$ cat src/design/irq_pkg.sv
//------------------------------------------------
// Interrupt vector map
// Vector width and per-source vector numbers
//------------------------------------------------
package irq_pkg;

  localparam int IRQ_W = 14;                       // Maskable vector width

  localparam int VEC_PORT1   = 2;                  // 0xFFE4
  localparam int VEC_UART_TX = 6;                  // 0xFFEC
  localparam int VEC_TA1     = 8;                  // 0xFFF0, TAIFG
  localparam int VEC_TA0     = 9;                  // 0xFFF2, CCIFG0

endpackage

$ cat src/design/per_map_pkg.sv
//------------------------------------------------
// Peripheral bus map
// Bus widths, data-word union, base addresses,
// register offsets, Timer A fields, address match
//------------------------------------------------
package per_map_pkg;

  localparam int AW = 14;                          // Word address width
  localparam int DW = 16;                          // Data width

  // One bus word, read whole or as two byte lanes
  typedef union packed {
    logic [DW-1:0] word;
    struct packed {
      logic [7:0] hi;                              // Lane of per_we[1]
      logic [7:0] lo;                              // Lane of per_we[0]
    } lane;
  } per_word_u;

  localparam logic [15:0] GPIO_BASE_DEF = 16'h0020; // Byte addresses
  localparam logic [15:0] TA_BASE_DEF   = 16'h0160;
  localparam logic [15:0] UART_BASE_DEF = 16'h0080;

  //------------------------------------------------
  // Register byte offsets
  //------------------------------------------------
  localparam logic [15:0] OFS_P1IN_OUT  = 16'd0;   // P1IN lo, P1OUT hi
  localparam logic [15:0] OFS_P1DIR_IFG = 16'd2;   // P1DIR lo, P1IFG hi
  localparam logic [15:0] OFS_P1IES_IE  = 16'd4;   // P1IES lo, P1IE hi
  localparam logic [15:0] OFS_TACTL     = 16'd0;
  localparam logic [15:0] OFS_TACCTL0   = 16'd2;
  localparam logic [15:0] OFS_TAR       = 16'd16;
  localparam logic [15:0] OFS_TACCR0    = 16'd18;
  localparam logic [15:0] OFS_UCTL_STAT = 16'd0;   // Control lo, status hi
  localparam logic [15:0] OFS_UBAUD     = 16'd2;
  localparam logic [15:0] OFS_UTXD      = 16'd4;

  // Timer A bit positions
  localparam int MC_UP  = 4;                       // TACTL
  localparam int TACLR  = 2;
  localparam int TAIE   = 1;
  localparam int TAIFG  = 0;
  localparam int ID_LSB = 6;                       // ID at 7:6
  localparam int CCIE   = 4;                       // TACCTL0
  localparam int CCIFG  = 0;

  // Word address compare against base plus byte offset
  function automatic logic reg_hit(input logic [AW-1:0] addr, input logic [15:0] base,
                                   input logic [15:0] ofs);
    logic [15:0] byte_addr;
    byte_addr = base + ofs;
    return addr == byte_addr[AW:1];
  endfunction

endpackage

$ cat src/design/gpio_port.sv
//------------------------------------------------
// Digital port 1
// Output and direction registers, pin sync,
// edge detect, interrupt flags and enables
//------------------------------------------------
module gpio_port #(
  parameter logic [15:0] BASE_ADDR = per_map_pkg::GPIO_BASE_DEF
) (
  input  logic                       mclk,
  input  logic                       arst_n,
  input  logic [per_map_pkg::AW-1:0] per_addr,
  input  logic [per_map_pkg::DW-1:0] per_din,
  input  logic                       per_en,
  input  logic [1:0]                 per_we,
  output logic [per_map_pkg::DW-1:0] per_dout,
  input  logic [7:0]                 p1_din,
  output logic [7:0]                 p1_dout,
  output logic [7:0]                 p1_dout_en,
  output logic                       irq_port1
);

  per_map_pkg::per_word_u din_u;
  logic       hit_in_out;
  logic       hit_dir_ifg;
  logic       hit_ies_ie;
  logic [1:0] wr_in_out;
  logic [1:0] wr_dir_ifg;
  logic [1:0] wr_ies_ie;
  logic       rd_en;
  logic [7:0] p1out;
  logic [7:0] p1dir;
  logic [7:0] p1ifg;
  logic [7:0] p1ies;
  logic [7:0] p1ie;
  logic [7:0] sync1;
  logic [7:0] sync2;
  logic [7:0] p1in;                              // P1IN register value
  logic [7:0] p1in_d;                            // Previous P1IN for edge detect
  logic [7:0] pin_edge;

  assign din_u.word  = per_din;
  assign hit_in_out  = per_map_pkg::reg_hit(per_addr, BASE_ADDR, per_map_pkg::OFS_P1IN_OUT);
  assign hit_dir_ifg = per_map_pkg::reg_hit(per_addr, BASE_ADDR, per_map_pkg::OFS_P1DIR_IFG);
  assign hit_ies_ie  = per_map_pkg::reg_hit(per_addr, BASE_ADDR, per_map_pkg::OFS_P1IES_IE);
  assign wr_in_out   = per_we & {2{per_en & hit_in_out}};
  assign wr_dir_ifg  = per_we & {2{per_en & hit_dir_ifg}};
  assign wr_ies_ie   = per_we & {2{per_en & hit_ies_ie}};
  assign rd_en       = per_en & (per_we == 2'b00);

  // Rising edge when IES is 0, falling when 1
  assign pin_edge = (p1in & ~p1in_d & ~p1ies) | (~p1in & p1in_d & p1ies);

  always_ff @(posedge mclk or negedge arst_n) begin
    if (!arst_n) begin
      sync1  <= '0;
      sync2  <= '0;
      p1in   <= '0;
      p1in_d <= '0;
      p1out  <= '0;
      p1dir  <= '0;
      p1ifg  <= '0;
      p1ies  <= '0;
      p1ie   <= '0;
    end else begin
      sync1  <= p1_din;                          // Two-flop synchronizer
      sync2  <= sync1;
      p1in   <= sync2;
      p1in_d <= p1in;
      if (wr_in_out[1]) p1out <= din_u.lane.hi;  // P1IN lane is read only
      if (wr_dir_ifg[0]) p1dir <= din_u.lane.lo;
      p1ifg  <= (wr_dir_ifg[1] ? din_u.lane.hi : p1ifg) | pin_edge; // Edge wins
      if (wr_ies_ie[0]) p1ies <= din_u.lane.lo;
      if (wr_ies_ie[1]) p1ie <= din_u.lane.hi;
    end
  end

  assign p1_dout    = p1out;
  assign p1_dout_en = p1dir;
  assign irq_port1  = |(p1ifg & p1ie);

  always_comb begin
    per_dout = '0;
    if (rd_en && hit_in_out) per_dout = {p1out, p1in};
    if (rd_en && hit_dir_ifg) per_dout = {p1ifg, p1dir};
    if (rd_en && hit_ies_ie) per_dout = {p1ie, p1ies};
  end

  // A new flag bit needs a pin edge or a write to the IFG lane
  a_ifg_source : assert property (@(posedge mclk) disable iff (!arst_n)
    ((p1ifg & ~$past(p1ifg) & ~$past(pin_edge)) != 8'h00) |-> $past(wr_dir_ifg[1]));

endmodule

$ cat src/design/periph_top.sv
//------------------------------------------------
// Peripheral subsystem top
// Port 1, Timer A and UART TX instances,
// read-bus OR and interrupt vector map
//------------------------------------------------
module periph_top #(
  parameter logic [15:0] GPIO_BASE = per_map_pkg::GPIO_BASE_DEF,
  parameter logic [15:0] TA_BASE   = per_map_pkg::TA_BASE_DEF,
  parameter logic [15:0] UART_BASE = per_map_pkg::UART_BASE_DEF,
  parameter logic [15:0] RST_BAUD  = 16'd7
) (
  input  logic                       mclk,
  input  logic                       arst_n,
  input  logic [per_map_pkg::AW-1:0] per_addr,    // Word address
  input  logic [per_map_pkg::DW-1:0] per_din,
  input  logic                       per_en,
  input  logic [1:0]                 per_we,      // Byte strobes
  output logic [per_map_pkg::DW-1:0] per_dout,
  input  logic [7:0]                 p1_din,      // Asynchronous pins
  output logic [7:0]                 p1_dout,
  output logic [7:0]                 p1_dout_en,
  output logic                       uart_txd,
  output logic [irq_pkg::IRQ_W-1:0]  irq_out
);

  logic [per_map_pkg::DW-1:0] per_dout_gpio;
  logic [per_map_pkg::DW-1:0] per_dout_ta;
  logic [per_map_pkg::DW-1:0] per_dout_baud;
  logic [per_map_pkg::DW-1:0] per_dout_utx;
  logic                       irq_port1;
  logic                       irq_ta0;
  logic                       irq_ta1;
  logic                       irq_uart_tx;
  logic                       bit_run;           // Frame in progress
  logic                       bit_tick;          // End of bit period

  gpio_port #(.BASE_ADDR(GPIO_BASE)) u_gpio (
    .mclk, .arst_n, .per_addr, .per_din, .per_en, .per_we,
    .per_dout   (per_dout_gpio),
    .p1_din, .p1_dout, .p1_dout_en,
    .irq_port1
  );

  timer_a #(.BASE_ADDR(TA_BASE)) u_ta (
    .mclk, .arst_n, .per_addr, .per_din, .per_en, .per_we,
    .per_dout   (per_dout_ta),
    .irq_ta0, .irq_ta1
  );

  uart_baud_gen #(.BASE_ADDR(UART_BASE), .RST_BAUD(RST_BAUD)) u_baud (
    .mclk, .arst_n, .per_addr, .per_din, .per_en, .per_we,
    .bit_run,
    .per_dout   (per_dout_baud),
    .bit_tick
  );

  uart_tx_fsm #(.BASE_ADDR(UART_BASE)) u_utx (
    .mclk, .arst_n, .per_addr, .per_din, .per_en, .per_we,
    .bit_tick,
    .per_dout   (per_dout_utx),
    .bit_run, .uart_txd, .irq_uart_tx
  );

  //------------------------------------------------
  // Read bus and interrupt vector
  //------------------------------------------------
  assign per_dout = per_dout_gpio | per_dout_ta  // Unselected blocks drive zero
                  | per_dout_baud | per_dout_utx;

  always_comb begin
    irq_out                       = '0;          // Unused vectors
    irq_out[irq_pkg::VEC_PORT1]   = irq_port1;
    irq_out[irq_pkg::VEC_UART_TX] = irq_uart_tx;
    irq_out[irq_pkg::VEC_TA1]     = irq_ta1;
    irq_out[irq_pkg::VEC_TA0]     = irq_ta0;
  end

endmodule

$ cat src/design/timer_a.sv
//------------------------------------------------
// Timer A, up mode only
// TACTL, TACCTL0, TACCR0, input divider,
// TAR counter and the two timer interrupts
//------------------------------------------------
module timer_a #(
  parameter logic [15:0] BASE_ADDR = per_map_pkg::TA_BASE_DEF
) (
  input  logic                       mclk,
  input  logic                       arst_n,
  input  logic [per_map_pkg::AW-1:0] per_addr,
  input  logic [per_map_pkg::DW-1:0] per_din,
  input  logic                       per_en,
  input  logic [1:0]                 per_we,
  output logic [per_map_pkg::DW-1:0] per_dout,
  output logic                       irq_ta0,
  output logic                       irq_ta1
);

  per_map_pkg::per_word_u din_u;
  logic [1:0]  wr_tactl;
  logic [1:0]  wr_cctl;
  logic [1:0]  wr_tar;
  logic [1:0]  wr_ccr0;
  logic        rd_en;
  logic [1:0]  id;                               // Divider select
  logic        mc_up;
  logic        taie;
  logic        taifg;
  logic        ccie;
  logic        ccifg;
  logic [15:0] taccr0;
  logic [15:0] tar;
  logic [2:0]  div_cnt;
  logic [2:0]  div_mask;
  logic        div_strobe;                       // TAR advance
  logic        taclr;
  logic        tar_wrap;

  assign din_u.word = per_din;
  assign wr_tactl = per_we & {2{per_en & per_map_pkg::reg_hit(per_addr, BASE_ADDR,
                                                              per_map_pkg::OFS_TACTL)}};
  assign wr_cctl  = per_we & {2{per_en & per_map_pkg::reg_hit(per_addr, BASE_ADDR,
                                                              per_map_pkg::OFS_TACCTL0)}};
  assign wr_tar   = per_we & {2{per_en & per_map_pkg::reg_hit(per_addr, BASE_ADDR,
                                                              per_map_pkg::OFS_TAR)}};
  assign wr_ccr0  = per_we & {2{per_en & per_map_pkg::reg_hit(per_addr, BASE_ADDR,
                                                              per_map_pkg::OFS_TACCR0)}};
  assign rd_en    = per_en & (per_we == 2'b00);

  assign taclr      = wr_tactl[0] & din_u.lane.lo[per_map_pkg::TACLR]; // Self-clearing
  assign div_mask   = 3'b111 >> (2'd3 - id);     // 0, 1, 3, 7
  assign div_strobe = mc_up & ((div_cnt & div_mask) == div_mask);
  assign tar_wrap   = div_strobe & (tar == taccr0);

  //------------------------------------------------
  // Divider and counter
  //------------------------------------------------
  always_ff @(posedge mclk or negedge arst_n) begin
    if (!arst_n) begin
      div_cnt <= '0;
      tar     <= '0;
    end else if (taclr) begin
      div_cnt <= '0;
      tar     <= '0;
    end else begin
      if (mc_up) div_cnt <= div_cnt + 3'd1;      // Free running while counting
      if (wr_tar != 2'b00) begin
        if (wr_tar[0]) tar[7:0] <= din_u.lane.lo;
        if (wr_tar[1]) tar[15:8] <= din_u.lane.hi;
      end else if (tar_wrap) begin
        tar <= '0;                               // Up mode rollover at TACCR0
      end else if (div_strobe) begin
        tar <= tar + 16'd1;
      end
    end
  end

  // Control, compare and flags
  always_ff @(posedge mclk or negedge arst_n) begin
    if (!arst_n) begin
      id     <= '0;
      mc_up  <= 1'b0;
      taie   <= 1'b0;
      taifg  <= 1'b0;
      ccie   <= 1'b0;
      ccifg  <= 1'b0;
      taccr0 <= '0;
    end else begin
      if (wr_tactl[0]) begin
        id    <= din_u.lane.lo[per_map_pkg::ID_LSB +: 2];
        mc_up <= din_u.lane.lo[per_map_pkg::MC_UP];
        taie  <= din_u.lane.lo[per_map_pkg::TAIE];
        taifg <= din_u.lane.lo[per_map_pkg::TAIFG];
      end
      if (wr_cctl[0]) begin
        ccie  <= din_u.lane.lo[per_map_pkg::CCIE];
        ccifg <= din_u.lane.lo[per_map_pkg::CCIFG];
      end
      if (tar_wrap) begin                        // Set beats a clearing write
        taifg <= 1'b1;
        ccifg <= 1'b1;
      end
      if (wr_ccr0[0]) taccr0[7:0] <= din_u.lane.lo;
      if (wr_ccr0[1]) taccr0[15:8] <= din_u.lane.hi;
    end
  end

  assign irq_ta0 = ccie & ccifg;
  assign irq_ta1 = taie & taifg;

  always_comb begin
    per_dout = '0;
    if (rd_en && per_map_pkg::reg_hit(per_addr, BASE_ADDR, per_map_pkg::OFS_TACTL))
      per_dout = {8'h00, id, 1'b0, mc_up, 2'b00, taie, taifg};
    if (rd_en && per_map_pkg::reg_hit(per_addr, BASE_ADDR, per_map_pkg::OFS_TACCTL0))
      per_dout = {11'h000, ccie, 3'b000, ccifg};
    if (rd_en && per_map_pkg::reg_hit(per_addr, BASE_ADDR, per_map_pkg::OFS_TAR))
      per_dout = tar;
    if (rd_en && per_map_pkg::reg_hit(per_addr, BASE_ADDR, per_map_pkg::OFS_TACCR0))
      per_dout = taccr0;
  end

  // Divided clock gives isolated strobes
  a_div_gap : assert property (@(posedge mclk) disable iff (!arst_n)
    (div_strobe && id != 2'd0 && wr_tactl == 2'b00) |=> !div_strobe);

endmodule

$ cat src/design/uart_baud_gen.sv
//------------------------------------------------
// UART baud generator
// UBAUD register and bit-period counter
//------------------------------------------------
module uart_baud_gen #(
  parameter logic [15:0] BASE_ADDR = per_map_pkg::UART_BASE_DEF,
  parameter logic [15:0] RST_BAUD  = 16'd7
) (
  input  logic                       mclk,
  input  logic                       arst_n,
  input  logic [per_map_pkg::AW-1:0] per_addr,
  input  logic [per_map_pkg::DW-1:0] per_din,
  input  logic                       per_en,
  input  logic [1:0]                 per_we,
  input  logic                       bit_run,     // High during a frame
  output logic [per_map_pkg::DW-1:0] per_dout,
  output logic                       bit_tick     // Last cycle of a bit
);

  per_map_pkg::per_word_u din_u;
  logic        hit_baud;
  logic [1:0]  wr_baud;
  logic [15:0] baud;                             // Bit period minus one
  logic [15:0] bit_cnt;

  assign din_u.word = per_din;
  assign hit_baud   = per_en & per_map_pkg::reg_hit(per_addr, BASE_ADDR, per_map_pkg::OFS_UBAUD);
  assign wr_baud    = per_we & {2{hit_baud}};
  assign per_dout   = (hit_baud && per_we == 2'b00) ? baud : '0;

  always_ff @(posedge mclk or negedge arst_n) begin
    if (!arst_n) begin
      baud <= RST_BAUD;
    end else begin
      if (wr_baud[0]) baud[7:0] <= din_u.lane.lo;
      if (wr_baud[1]) baud[15:8] <= din_u.lane.hi;
    end
  end

  assign bit_tick = bit_run & (bit_cnt == baud);

  always_ff @(posedge mclk or negedge arst_n) begin
    if (!arst_n) bit_cnt <= '0;
    else if (!bit_run || bit_tick) bit_cnt <= '0; // Held at zero between frames
    else bit_cnt <= bit_cnt + 16'd1;
  end

  // Frames end on a tick, so the count is parked outside a frame
  a_cnt_parked : assert property (@(posedge mclk) disable iff (!arst_n)
    !bit_run |-> (bit_cnt == '0));

endmodule

$ cat src/design/uart_tx_fsm.sv
//------------------------------------------------
// UART transmitter, 8N1
// Control and status registers, TX state machine,
// shift register and transmit interrupt
//------------------------------------------------
module uart_tx_fsm #(
  parameter logic [15:0] BASE_ADDR = per_map_pkg::UART_BASE_DEF
) (
  input  logic                       mclk,
  input  logic                       arst_n,
  input  logic [per_map_pkg::AW-1:0] per_addr,
  input  logic [per_map_pkg::DW-1:0] per_din,
  input  logic                       per_en,
  input  logic [1:0]                 per_we,
  input  logic                       bit_tick,
  output logic [per_map_pkg::DW-1:0] per_dout,
  output logic                       bit_run,
  output logic                       uart_txd,
  output logic                       irq_uart_tx
);

  typedef enum logic [1:0] {IDLE, START, DATA, STOP} tx_state_e;

  per_map_pkg::per_word_u din_u;
  tx_state_e  state;
  logic       hit_ctl;
  logic [1:0] wr_ctl;
  logic       wr_txd;
  logic       tx_start;
  logic       uart_en;
  logic       tx_ie;
  logic       tx_busy;
  logic       tx_done;
  logic [2:0] bit_idx;                           // Data bit number
  logic [7:0] shift;

  assign din_u.word = per_din;
  assign hit_ctl  = per_en & per_map_pkg::reg_hit(per_addr, BASE_ADDR, per_map_pkg::OFS_UCTL_STAT);
  assign wr_ctl   = per_we & {2{hit_ctl}};
  assign wr_txd   = per_en & per_we[0] &
                    per_map_pkg::reg_hit(per_addr, BASE_ADDR, per_map_pkg::OFS_UTXD);
  assign tx_start = wr_txd & uart_en & (state == IDLE); // Busy writes dropped
  assign tx_busy  = (state != IDLE);
  assign bit_run  = tx_busy;

  //------------------------------------------------
  // Control and done flag
  //------------------------------------------------
  always_ff @(posedge mclk or negedge arst_n) begin
    if (!arst_n) begin
      uart_en <= 1'b0;
      tx_ie   <= 1'b0;
      tx_done <= 1'b0;
    end else begin
      if (wr_ctl[0]) begin
        uart_en <= din_u.lane.lo[0];
        tx_ie   <= din_u.lane.lo[3];
      end
      if (wr_ctl[1]) tx_done <= din_u.lane.hi[3]; // Bit 11, write 0 clears
      if (state == STOP && bit_tick) tx_done <= 1'b1;
    end
  end

  // Frame sequencer
  always_ff @(posedge mclk or negedge arst_n) begin
    if (!arst_n) begin
      state    <= IDLE;
      bit_idx  <= '0;
      uart_txd <= 1'b1;                          // Line idles high
    end else begin
      case (state)
        IDLE: if (tx_start) begin
          state    <= START;
          uart_txd <= 1'b0;                      // Start bit
        end
        START: if (bit_tick) begin
          state    <= DATA;
          bit_idx  <= '0;
          uart_txd <= shift[0];                  // LSB first
        end
        DATA: if (bit_tick) begin
          if (bit_idx == 3'd7) begin
            state    <= STOP;
            uart_txd <= 1'b1;                    // Stop bit
          end else begin
            bit_idx  <= bit_idx + 3'd1;
            uart_txd <= shift[1];
          end
        end
        STOP: if (bit_tick) state <= IDLE;
        default: state <= IDLE;
      endcase
    end
  end

  always_ff @(posedge mclk) begin
    if (tx_start) shift <= din_u.lane.lo;
    else if (state == DATA && bit_tick) shift <= shift >> 1;
  end

  assign irq_uart_tx = tx_done & tx_ie;
  assign per_dout    = (hit_ctl && per_we == 2'b00) ?
                       {4'h0, tx_done, 2'b00, tx_busy, 4'h0, tx_ie, 2'b00, uart_en} : '0;

  a_idle_high : assert property (@(posedge mclk) disable iff (!arst_n)
    (state == IDLE) |-> uart_txd);

endmodule

$ cat config.mk
export PLATFORM = sky130hd
export DESIGN_NAME = periph_top
export DESIGN_NICKNAME = d
export VERILOG_FILES = /design/src/design/irq_pkg.sv /design/src/design/per_map_pkg.sv /design/src/design/gpio_port.sv /design/src/design/periph_top.sv /design/src/design/timer_a.sv /design/src/design/uart_baud_gen.sv /design/src/design/uart_tx_fsm.sv
export SDC_FILE = /design/constraint.sdc
export NUM_CORES = 1
export LEC_CHECK = 0
export BUFFER_PORTS_ARGS = -buffer_cell sky130_fd_sc_hd__buf_2
export CAP_MARGIN = 20
export CORE_MARGIN = 2
export CORE_UTILIZATION = 55
export CTS_BUF_LIST = sky130_fd_sc_hd__clkbuf_4
export CTS_CLUSTER_SIZE = 14
export DETAILED_ROUTE_END_ITERATION = 8
export PLACE_DENSITY = 0.79
export SKIP_LAST_GASP = 1
export SYNTH_ARGS = -nofsm -noshare
export SYNTH_HDL_FRONTEND = slang
export SYNTH_SLANG_ARGS = --single-unit
$ cat constraint.sdc
create_clock -name mclk -period 2 [get_ports mclk]
set_input_delay 0.1 -clock mclk [delete_from_list [all_inputs] [get_ports mclk]]
set_output_delay 0.1 -clock mclk [all_outputs]
set_load 0.02 [all_outputs]
==> reports/results.ini, run 1 <==
[synth]
synth_cells=736
synthXorXnorAreaFrac_pct=5.15
yosys.area_share.adder_pct=1.53
synth_common_cells=dfrtp_1, mux2_2, nand2_1
synth.distinct_cells=63
synth_top_family_by_area=simple AND/OR/NAND/NOR gates
synth_edf_count=8
synth-simple-area-share_pct=15.1
synth_area_sq_mm=0.00816
syn_area_per_cell_sq_um=11.1
yosys.area.top_type_share_pct=46.3
async_reset_ff_share_pct=95.1
yosysTopAreaCell=dfrtp_1
ys_seq_area_share_pct=50.6
synth.most_common_cell=dfrtp_1
synth_warnings=0
synth_seq_cells=163
synthMuxAreaShare_pct=12.6
synth_area_leaders=dfrtp_1, mux2_2, a22oi_1
synth_ff_type=dfrtp_1
synth_compound_area_share_pct=11.4

[cts]
numCtsBuffers=17
htree_levels=4
cts.clk_slew.worst_paths_ns=0.14
cts_buffer_depth=2
tritoncts=done
clkLatencyLatePin_ns=0.57
clock-root-buffer=clkbuf_4
cts_sinks=163

[floorplan]
coreArea_sq_mm=0.0145
num_io_pins=90
die_y_um=126
die_w_um=126
start_util_pct=56.1
fp-row-count=44
die-area_sq_mm=0.0158

[setup_path]
cp_slowest_cell=dfrtp_1
cp-end-kind=flip-flop
reg2reg_to=u_utx.state[1]
arrival_ns=2.63
rr_worst_depth=6
critPathMaxFanout=4
required_ns=2.47
cp_slowest_stage_delay_ns=0.45
rrSetupSlack_ns=-0.16
cp-endpoint=u_utx.state[1]
cp-start-kind=flip-flop
crit_chain=xor2_1 -> nor4_2 -> nand4_1 -> nor2_4 -> a21o_1 -> mux2_4
setup.worst_path.class=flip-flop to flip-flop
cp-startpoint=u_baud.baud[9]
r2r-start=u_baud.baud[9]

[global_routing]
grt_start_max_net_pins=55
overflow=0
grt_pass1_vias=7140
grt_pass1_wl_um=38200
antenna_found_initial=1
grt_usage_pct=31.5

[timing]
maxSlewViolCount=0
finalSetupTns_ns=-1.01
setup_viol=14
skew_ns=0.0245
final-hold-violation-count=0
worstMarginPinSlew_ns=0.542
rsz0062_at_grt=true
slew_headroom_pct=63.8
period_share_pct=108
min_period_ns=2.16
worst_slack_ns=-0.162
timing.fmax_mhz=462
hold_slack_ns=0.0476

[drt]
via_per_inst=6.06
antenna_left=0
drcViolationCount=0
num_vias=7041
totalWireLength_um=25000
firstDrtPassIters=6
routedWlPerCell_um=21.6
first_iter_violations=768

[final_layout]
syn2layout_area_growth_pct=29.6
stdcell_count=1161
layout.nets=1014
final_area_sq_mm=0.0106
layout-drive-gt1-share_pct=38.4

[min_path]
hp-class=primary input to asynchronous set/reset pin

[status]
violations=setup timing
outcome=finished, violations left

[run]
drv_cap=0

[placed_design]
gp_congestion=0.927
place_area_sq_mm=0.00954
io_buffers=79
dpl.cell_count=1080
place_hpwl_um=17800

[power]
power_density_mw_per_mm2=562
ir_drop_mv=0.538
p_leak_nw=5.08

-- state kept, by name (all words and copies together), names as in the netlist, 16 cells and up --
| register | cells |
|---|---|
| u_baud.baud | 16 |
| u_baud.bit_cnt | 16 |
| u_ta.taccr0 | 16 |
| u_ta.tar | 16 |
-- layout by cell type, fill, tap and decap left out, types with 14 or more instances in the layout --
master	Yosys	layout
clkbuf_4	0	18
a22oi_1	48	47
inv_1	19	16
nor2_1	55	51
xor2_1	27	27
nand3_1	43	40
xnor2_1	21	18
buf_2	9	73
dfrtp_1	151	150
mux2i_1	14	14
buf_6	0	15
mux2_2	78	78
nand2_1	60	57
dlygate4sd3_1	0	26
buf_4	14	117
-- where the power goes --
part	switching, W	internal (W)	leakage [nW]
Combinational	0.000227	0.000136	2.92
Sequential	0.0000263	0.00335	1.99
Clock	0.00119	0.00100	0.176
Total	0.00144	0.00449	5.08
-- worst min-delay path by stage --
stage,start,to,slack (ns)
floorplan,arst_n,u_baud.baud[10],-0.20
global placement,arst_n,u_baud.bit_cnt[9],0.09
detailed placement,arst_n,u_baud.bit_cnt[9],0.10
CTS,per_din[4],u_ta.mc_up,0.01
global route,arst_n,u_baud.bit_cnt[9],0.06
finish,arst_n,u_baud.bit_cnt[9],0.05
-- layout make-up --
cell class	count	area, sq um
multi-input cells	521	3980
well taps	184	230
clock inverters	14	186
flip-flops and latches	163	4130
clock buffers	18	135
fillers	1061	3960
repair buffers	239	1830
inverters	19	73.8
diodes	3	7.51
-- layer usage --
metal	routed length (um)	vias up	GRT usage, %
li1	-	3135	-
met4	879	0	12.4
met3	2120	66	7.43
met5	0	-	0
met2	12200	369	52.0
met1	9850	3471	40.5
-- stage by stage --
| stage | total power (W) | worst slack, ns | util, % |
|---|---|---|---|
| after global placement | 0.00374 | -0.149 | 65.7 |
| after CTS | 0.00595 | -0.220 | 70.3 |
| after detailed placement | 0.00375 | -0.235 | 65.7 |
| after global routing | 0.00616 | -0.279 | 72.7 |
| after floorplan | 0.00354 | 0.0334 | - |
| final | 0.00594 | -0.162 | 72.7 |
-- cell families (layout without fill, tap and decap cells) --
kind of cell,after synthesis,after routing
multiplexers,93,93
adder cells (fa/ha/maj),10,10
flip-flops,163,163
AND/OR/NAND/NOR,237,237
buffers and inverters,61,290
other,1,13
AO/OA/AOI/OAI,123,123
XOR/XNOR,48,48
-- repair_timing --
item	in CTS	in global routing
pin swaps	7	26
gates resized for setup	15	57
hold buffers	25	1
setup buffers	5	19
setup endpoints to repair	32	46
endpoints found under the hold margin	250	2
-- critical path, delay by kind of cell, from the launching register on --
kind	cells	cell delay, ns
DFF	1	0.45
xor gates and xnor gates	1	0.16
AOI/OAI and AO/OA	1	0.20
and+or+nand+nor	3	0.95
muxes	1	0.31
Note: power is estimated with default switching activity, not from simulation.
==> inputs of run 2 (changes only) <==
CTS_BUF_LIST = sky130_fd_sc_hd__clkbuf_8   (was sky130_fd_sc_hd__clkbuf_4)
==> run 2 against run 1 <==
The flow still finishes with violations (setup timing). Wire length fell by 1.5%. Utilization fell by 0.26 points. Sequential power barely moved. Sequential share of layout area rose by 0.13 points.
==> reports/results.ini, run 2 (synthesis gave the netlist of run 1 again) <==
[status]
outcome=finished, violations left
violations=setup timing

[final_layout]
layout-drive-gt1-share_pct=38.5  ; +0.11 points
utilization_pct=72.5  ; -0.26 points
layout_common_cells=dfrtp_1, buf_4, mux2_2, buf_2, nand2_1
diodes=0  ; -3
layout.nets=1006  ; -0.79%
final_common_cell=dfrtp_1
syn2layout_area_growth_pct=29.2

[drt]
firstDrtPassIters=6  ; unchanged
via_per_inst=6.09  ; +0.38%
drcViolationCount=0  ; unchanged
first_iter_violations=714  ; -7.0%
num_vias=7001  ; -0.57%
routedWlPerCell_um=21.4  ; -0.59%
totalWireLength_um=24700  ; -1.5%
antenna_left=0  ; unchanged

[cts]
numCtsBuffers=17  ; unchanged
cts.clk_slew.worst_paths_ns=0.09  ; -0.05 ns
htree_levels=4  ; unchanged
tritoncts=done
clock-root-buffer=clkbuf_8
cts_sinks=163  ; unchanged
clkLatencyLatePin_ns=0.46  ; -0.11 ns
cts_buffer_depth=2  ; unchanged

[setup_path]
cp_slowest_cell=dfrtp_1
critPathMaxFanout=4  ; unchanged
setup.worst_path.class=flip-flop to flip-flop
required_ns=2.35  ; -0.12 ns
rrSetupSlack_ns=-0.11  ; +0.05 ns
cp-end-kind=flip-flop
crit_chain=xor2_1 -> nor4_2 -> nand4_1 -> nor2_2 -> a21o_1 -> mux2_4
cp_slowest_stage_delay_ns=0.43  ; -0.02 ns
critPathBufInv=0  ; unchanged
arrival_ns=2.46  ; -0.17 ns
path_delay_family=simple AND/OR/NAND/NOR gates
cp-start-kind=flip-flop

[timing]
worstMarginPinSlew_ns=0.530  ; -0.0123 ns
hold_slack_ns=0.0199  ; -0.0277 ns
maxSlewViolCount=0  ; unchanged
slew_headroom_pct=64.7  ; +0.82 points
skew_ns=0.0148  ; -0.00962 ns
min_period_ns=2.11  ; -0.0498 ns
timing.fmax_mhz=473  ; +2.4%
worst_slack_ns=-0.113  ; +0.0498 ns
rsz0062_at_grt=true
final-hold-violation-count=0  ; unchanged
setup_viol=13  ; -1
period_share_pct=106  ; -2.5 points

[global_routing]
top_usage_layer=met2
antenna_found_initial=0  ; -1
use_met2_pct=50.0  ; -2.0 points
overflow=0  ; unchanged
grt_start_max_net_pins=55  ; unchanged
grtUsageMet1_pct=41.3  ; +0.80 points
grt_pass1_wl_um=38100  ; -0.43%
met3_usage_pct=7.22  ; -0.21 points
grt_usage_pct=31.4  ; -0.12 points
grt_pass1_vias=7084  ; -0.78%

[power]
ir_drop_mv=0.503  ; -6.5%
p_leak_nw=5.09  ; about the same
power_w=0.00641  ; +7.9%
power_density_mw_per_mm2=608  ; +8.3%

[min_path]
hp-class=primary input to flip-flop

[floorplan]
die_y_um=126  ; unchanged
coreArea_sq_mm=0.0145  ; unchanged
num_io_pins=90  ; unchanged
fp-row-count=44  ; unchanged
start_util_pct=56.1  ; unchanged
die_w_um=126  ; unchanged
die-area_sq_mm=0.0158  ; unchanged

[placed_design]
place_hpwl_um=17800  ; unchanged
io_buffers=79  ; unchanged
gp_congestion=0.927  ; unchanged

[run]
drv_cap=0  ; unchanged

[run 2: changes by cell type in the layout (fill, tap and decap cells not counted), sizes merged]
cell,previous run,this run
diode,3,0
dlygate4sd3,26,15
inv,21,22
buf,213,216
clkbuf,18,19
clkinv,8,6
[run 2: layout make-up]
cell class                 instances  area [sq um]
inverter                          19          73.8
multi-input combinational        521          3950
clock buffer                      19           262
clock inverter                    13           183
timing repair buffer             231          1720
sequential                       163          4120
tap                              184           230
fill                            1054          4000
[run 2: final timing paths]
kind	startpoint	to	cells past startpoint
min in group asynchronous	arst_n	u_gpio.p1ie[2]	2
max in group asynchronous	arst_n	u_gpio.p1ifg[0]	3
hold reg to reg	u_gpio.sync1[2]	u_gpio.sync2[2]	0
hold / removal	per_din[9]	u_gpio.p1ie[1]	2
setup reg to reg	u_baud.baud[9]	u_utx.state[1]	6
setup / recovery	u_baud.baud[9]	u_utx.state[1]	6
[run 2: report_power, final]
group | internal [W] | switching [W]
Sequential | 0.00335 | 0.0000264
Combinational | 0.000121 | 0.000221
Clock | 0.00143 | 0.00126
Total | 0.00490 | 0.00150
[run 2: repair_timing]
action                                 CTS  global route
setup endpoints to repair               32            43
endpoints found under the hold margin   78             3
pin swaps                                3            23
resized for setup                       10            48
hold buffers                            14             1
buffers inserted                         2            22
cloned                                   0             1
[run 2: per-stage QoR]
stage          setup slack [ns]  instances  TNS (ns)  cell area [sq um]
3_5_place_dp             -0.235       1080     -3.66               9540
2_1_floorplan            0.0334        745         0               8190
4_1_cts                  -0.221       1128     -1.01              10200
5_1_grt                  -0.153       1150     -1.38              10500
3_3_place_gp             -0.149       1080     -2.14               9540
6_report                 -0.113       1150    -0.543              10500
[run 2: metal layers]
metal  share of wire (%)  vias up  wire length [um]
met5                   0        -                 0
met1                  41     3455             10000
met4                 3.7        0               921
met2                  48      372             11800
met3                 7.5       65              1860
li1                    -     3109                 -
[run 2: worst register-to-register path, stage by stage, from the launching register on]
cell and delay, ns:
dfrtp_1 0.43, xor2_1 0.17, nor4_2 0.37, nand4_1 0.27, nor2_2 0.27, a21o_1 0.19
mux2_4 0.30
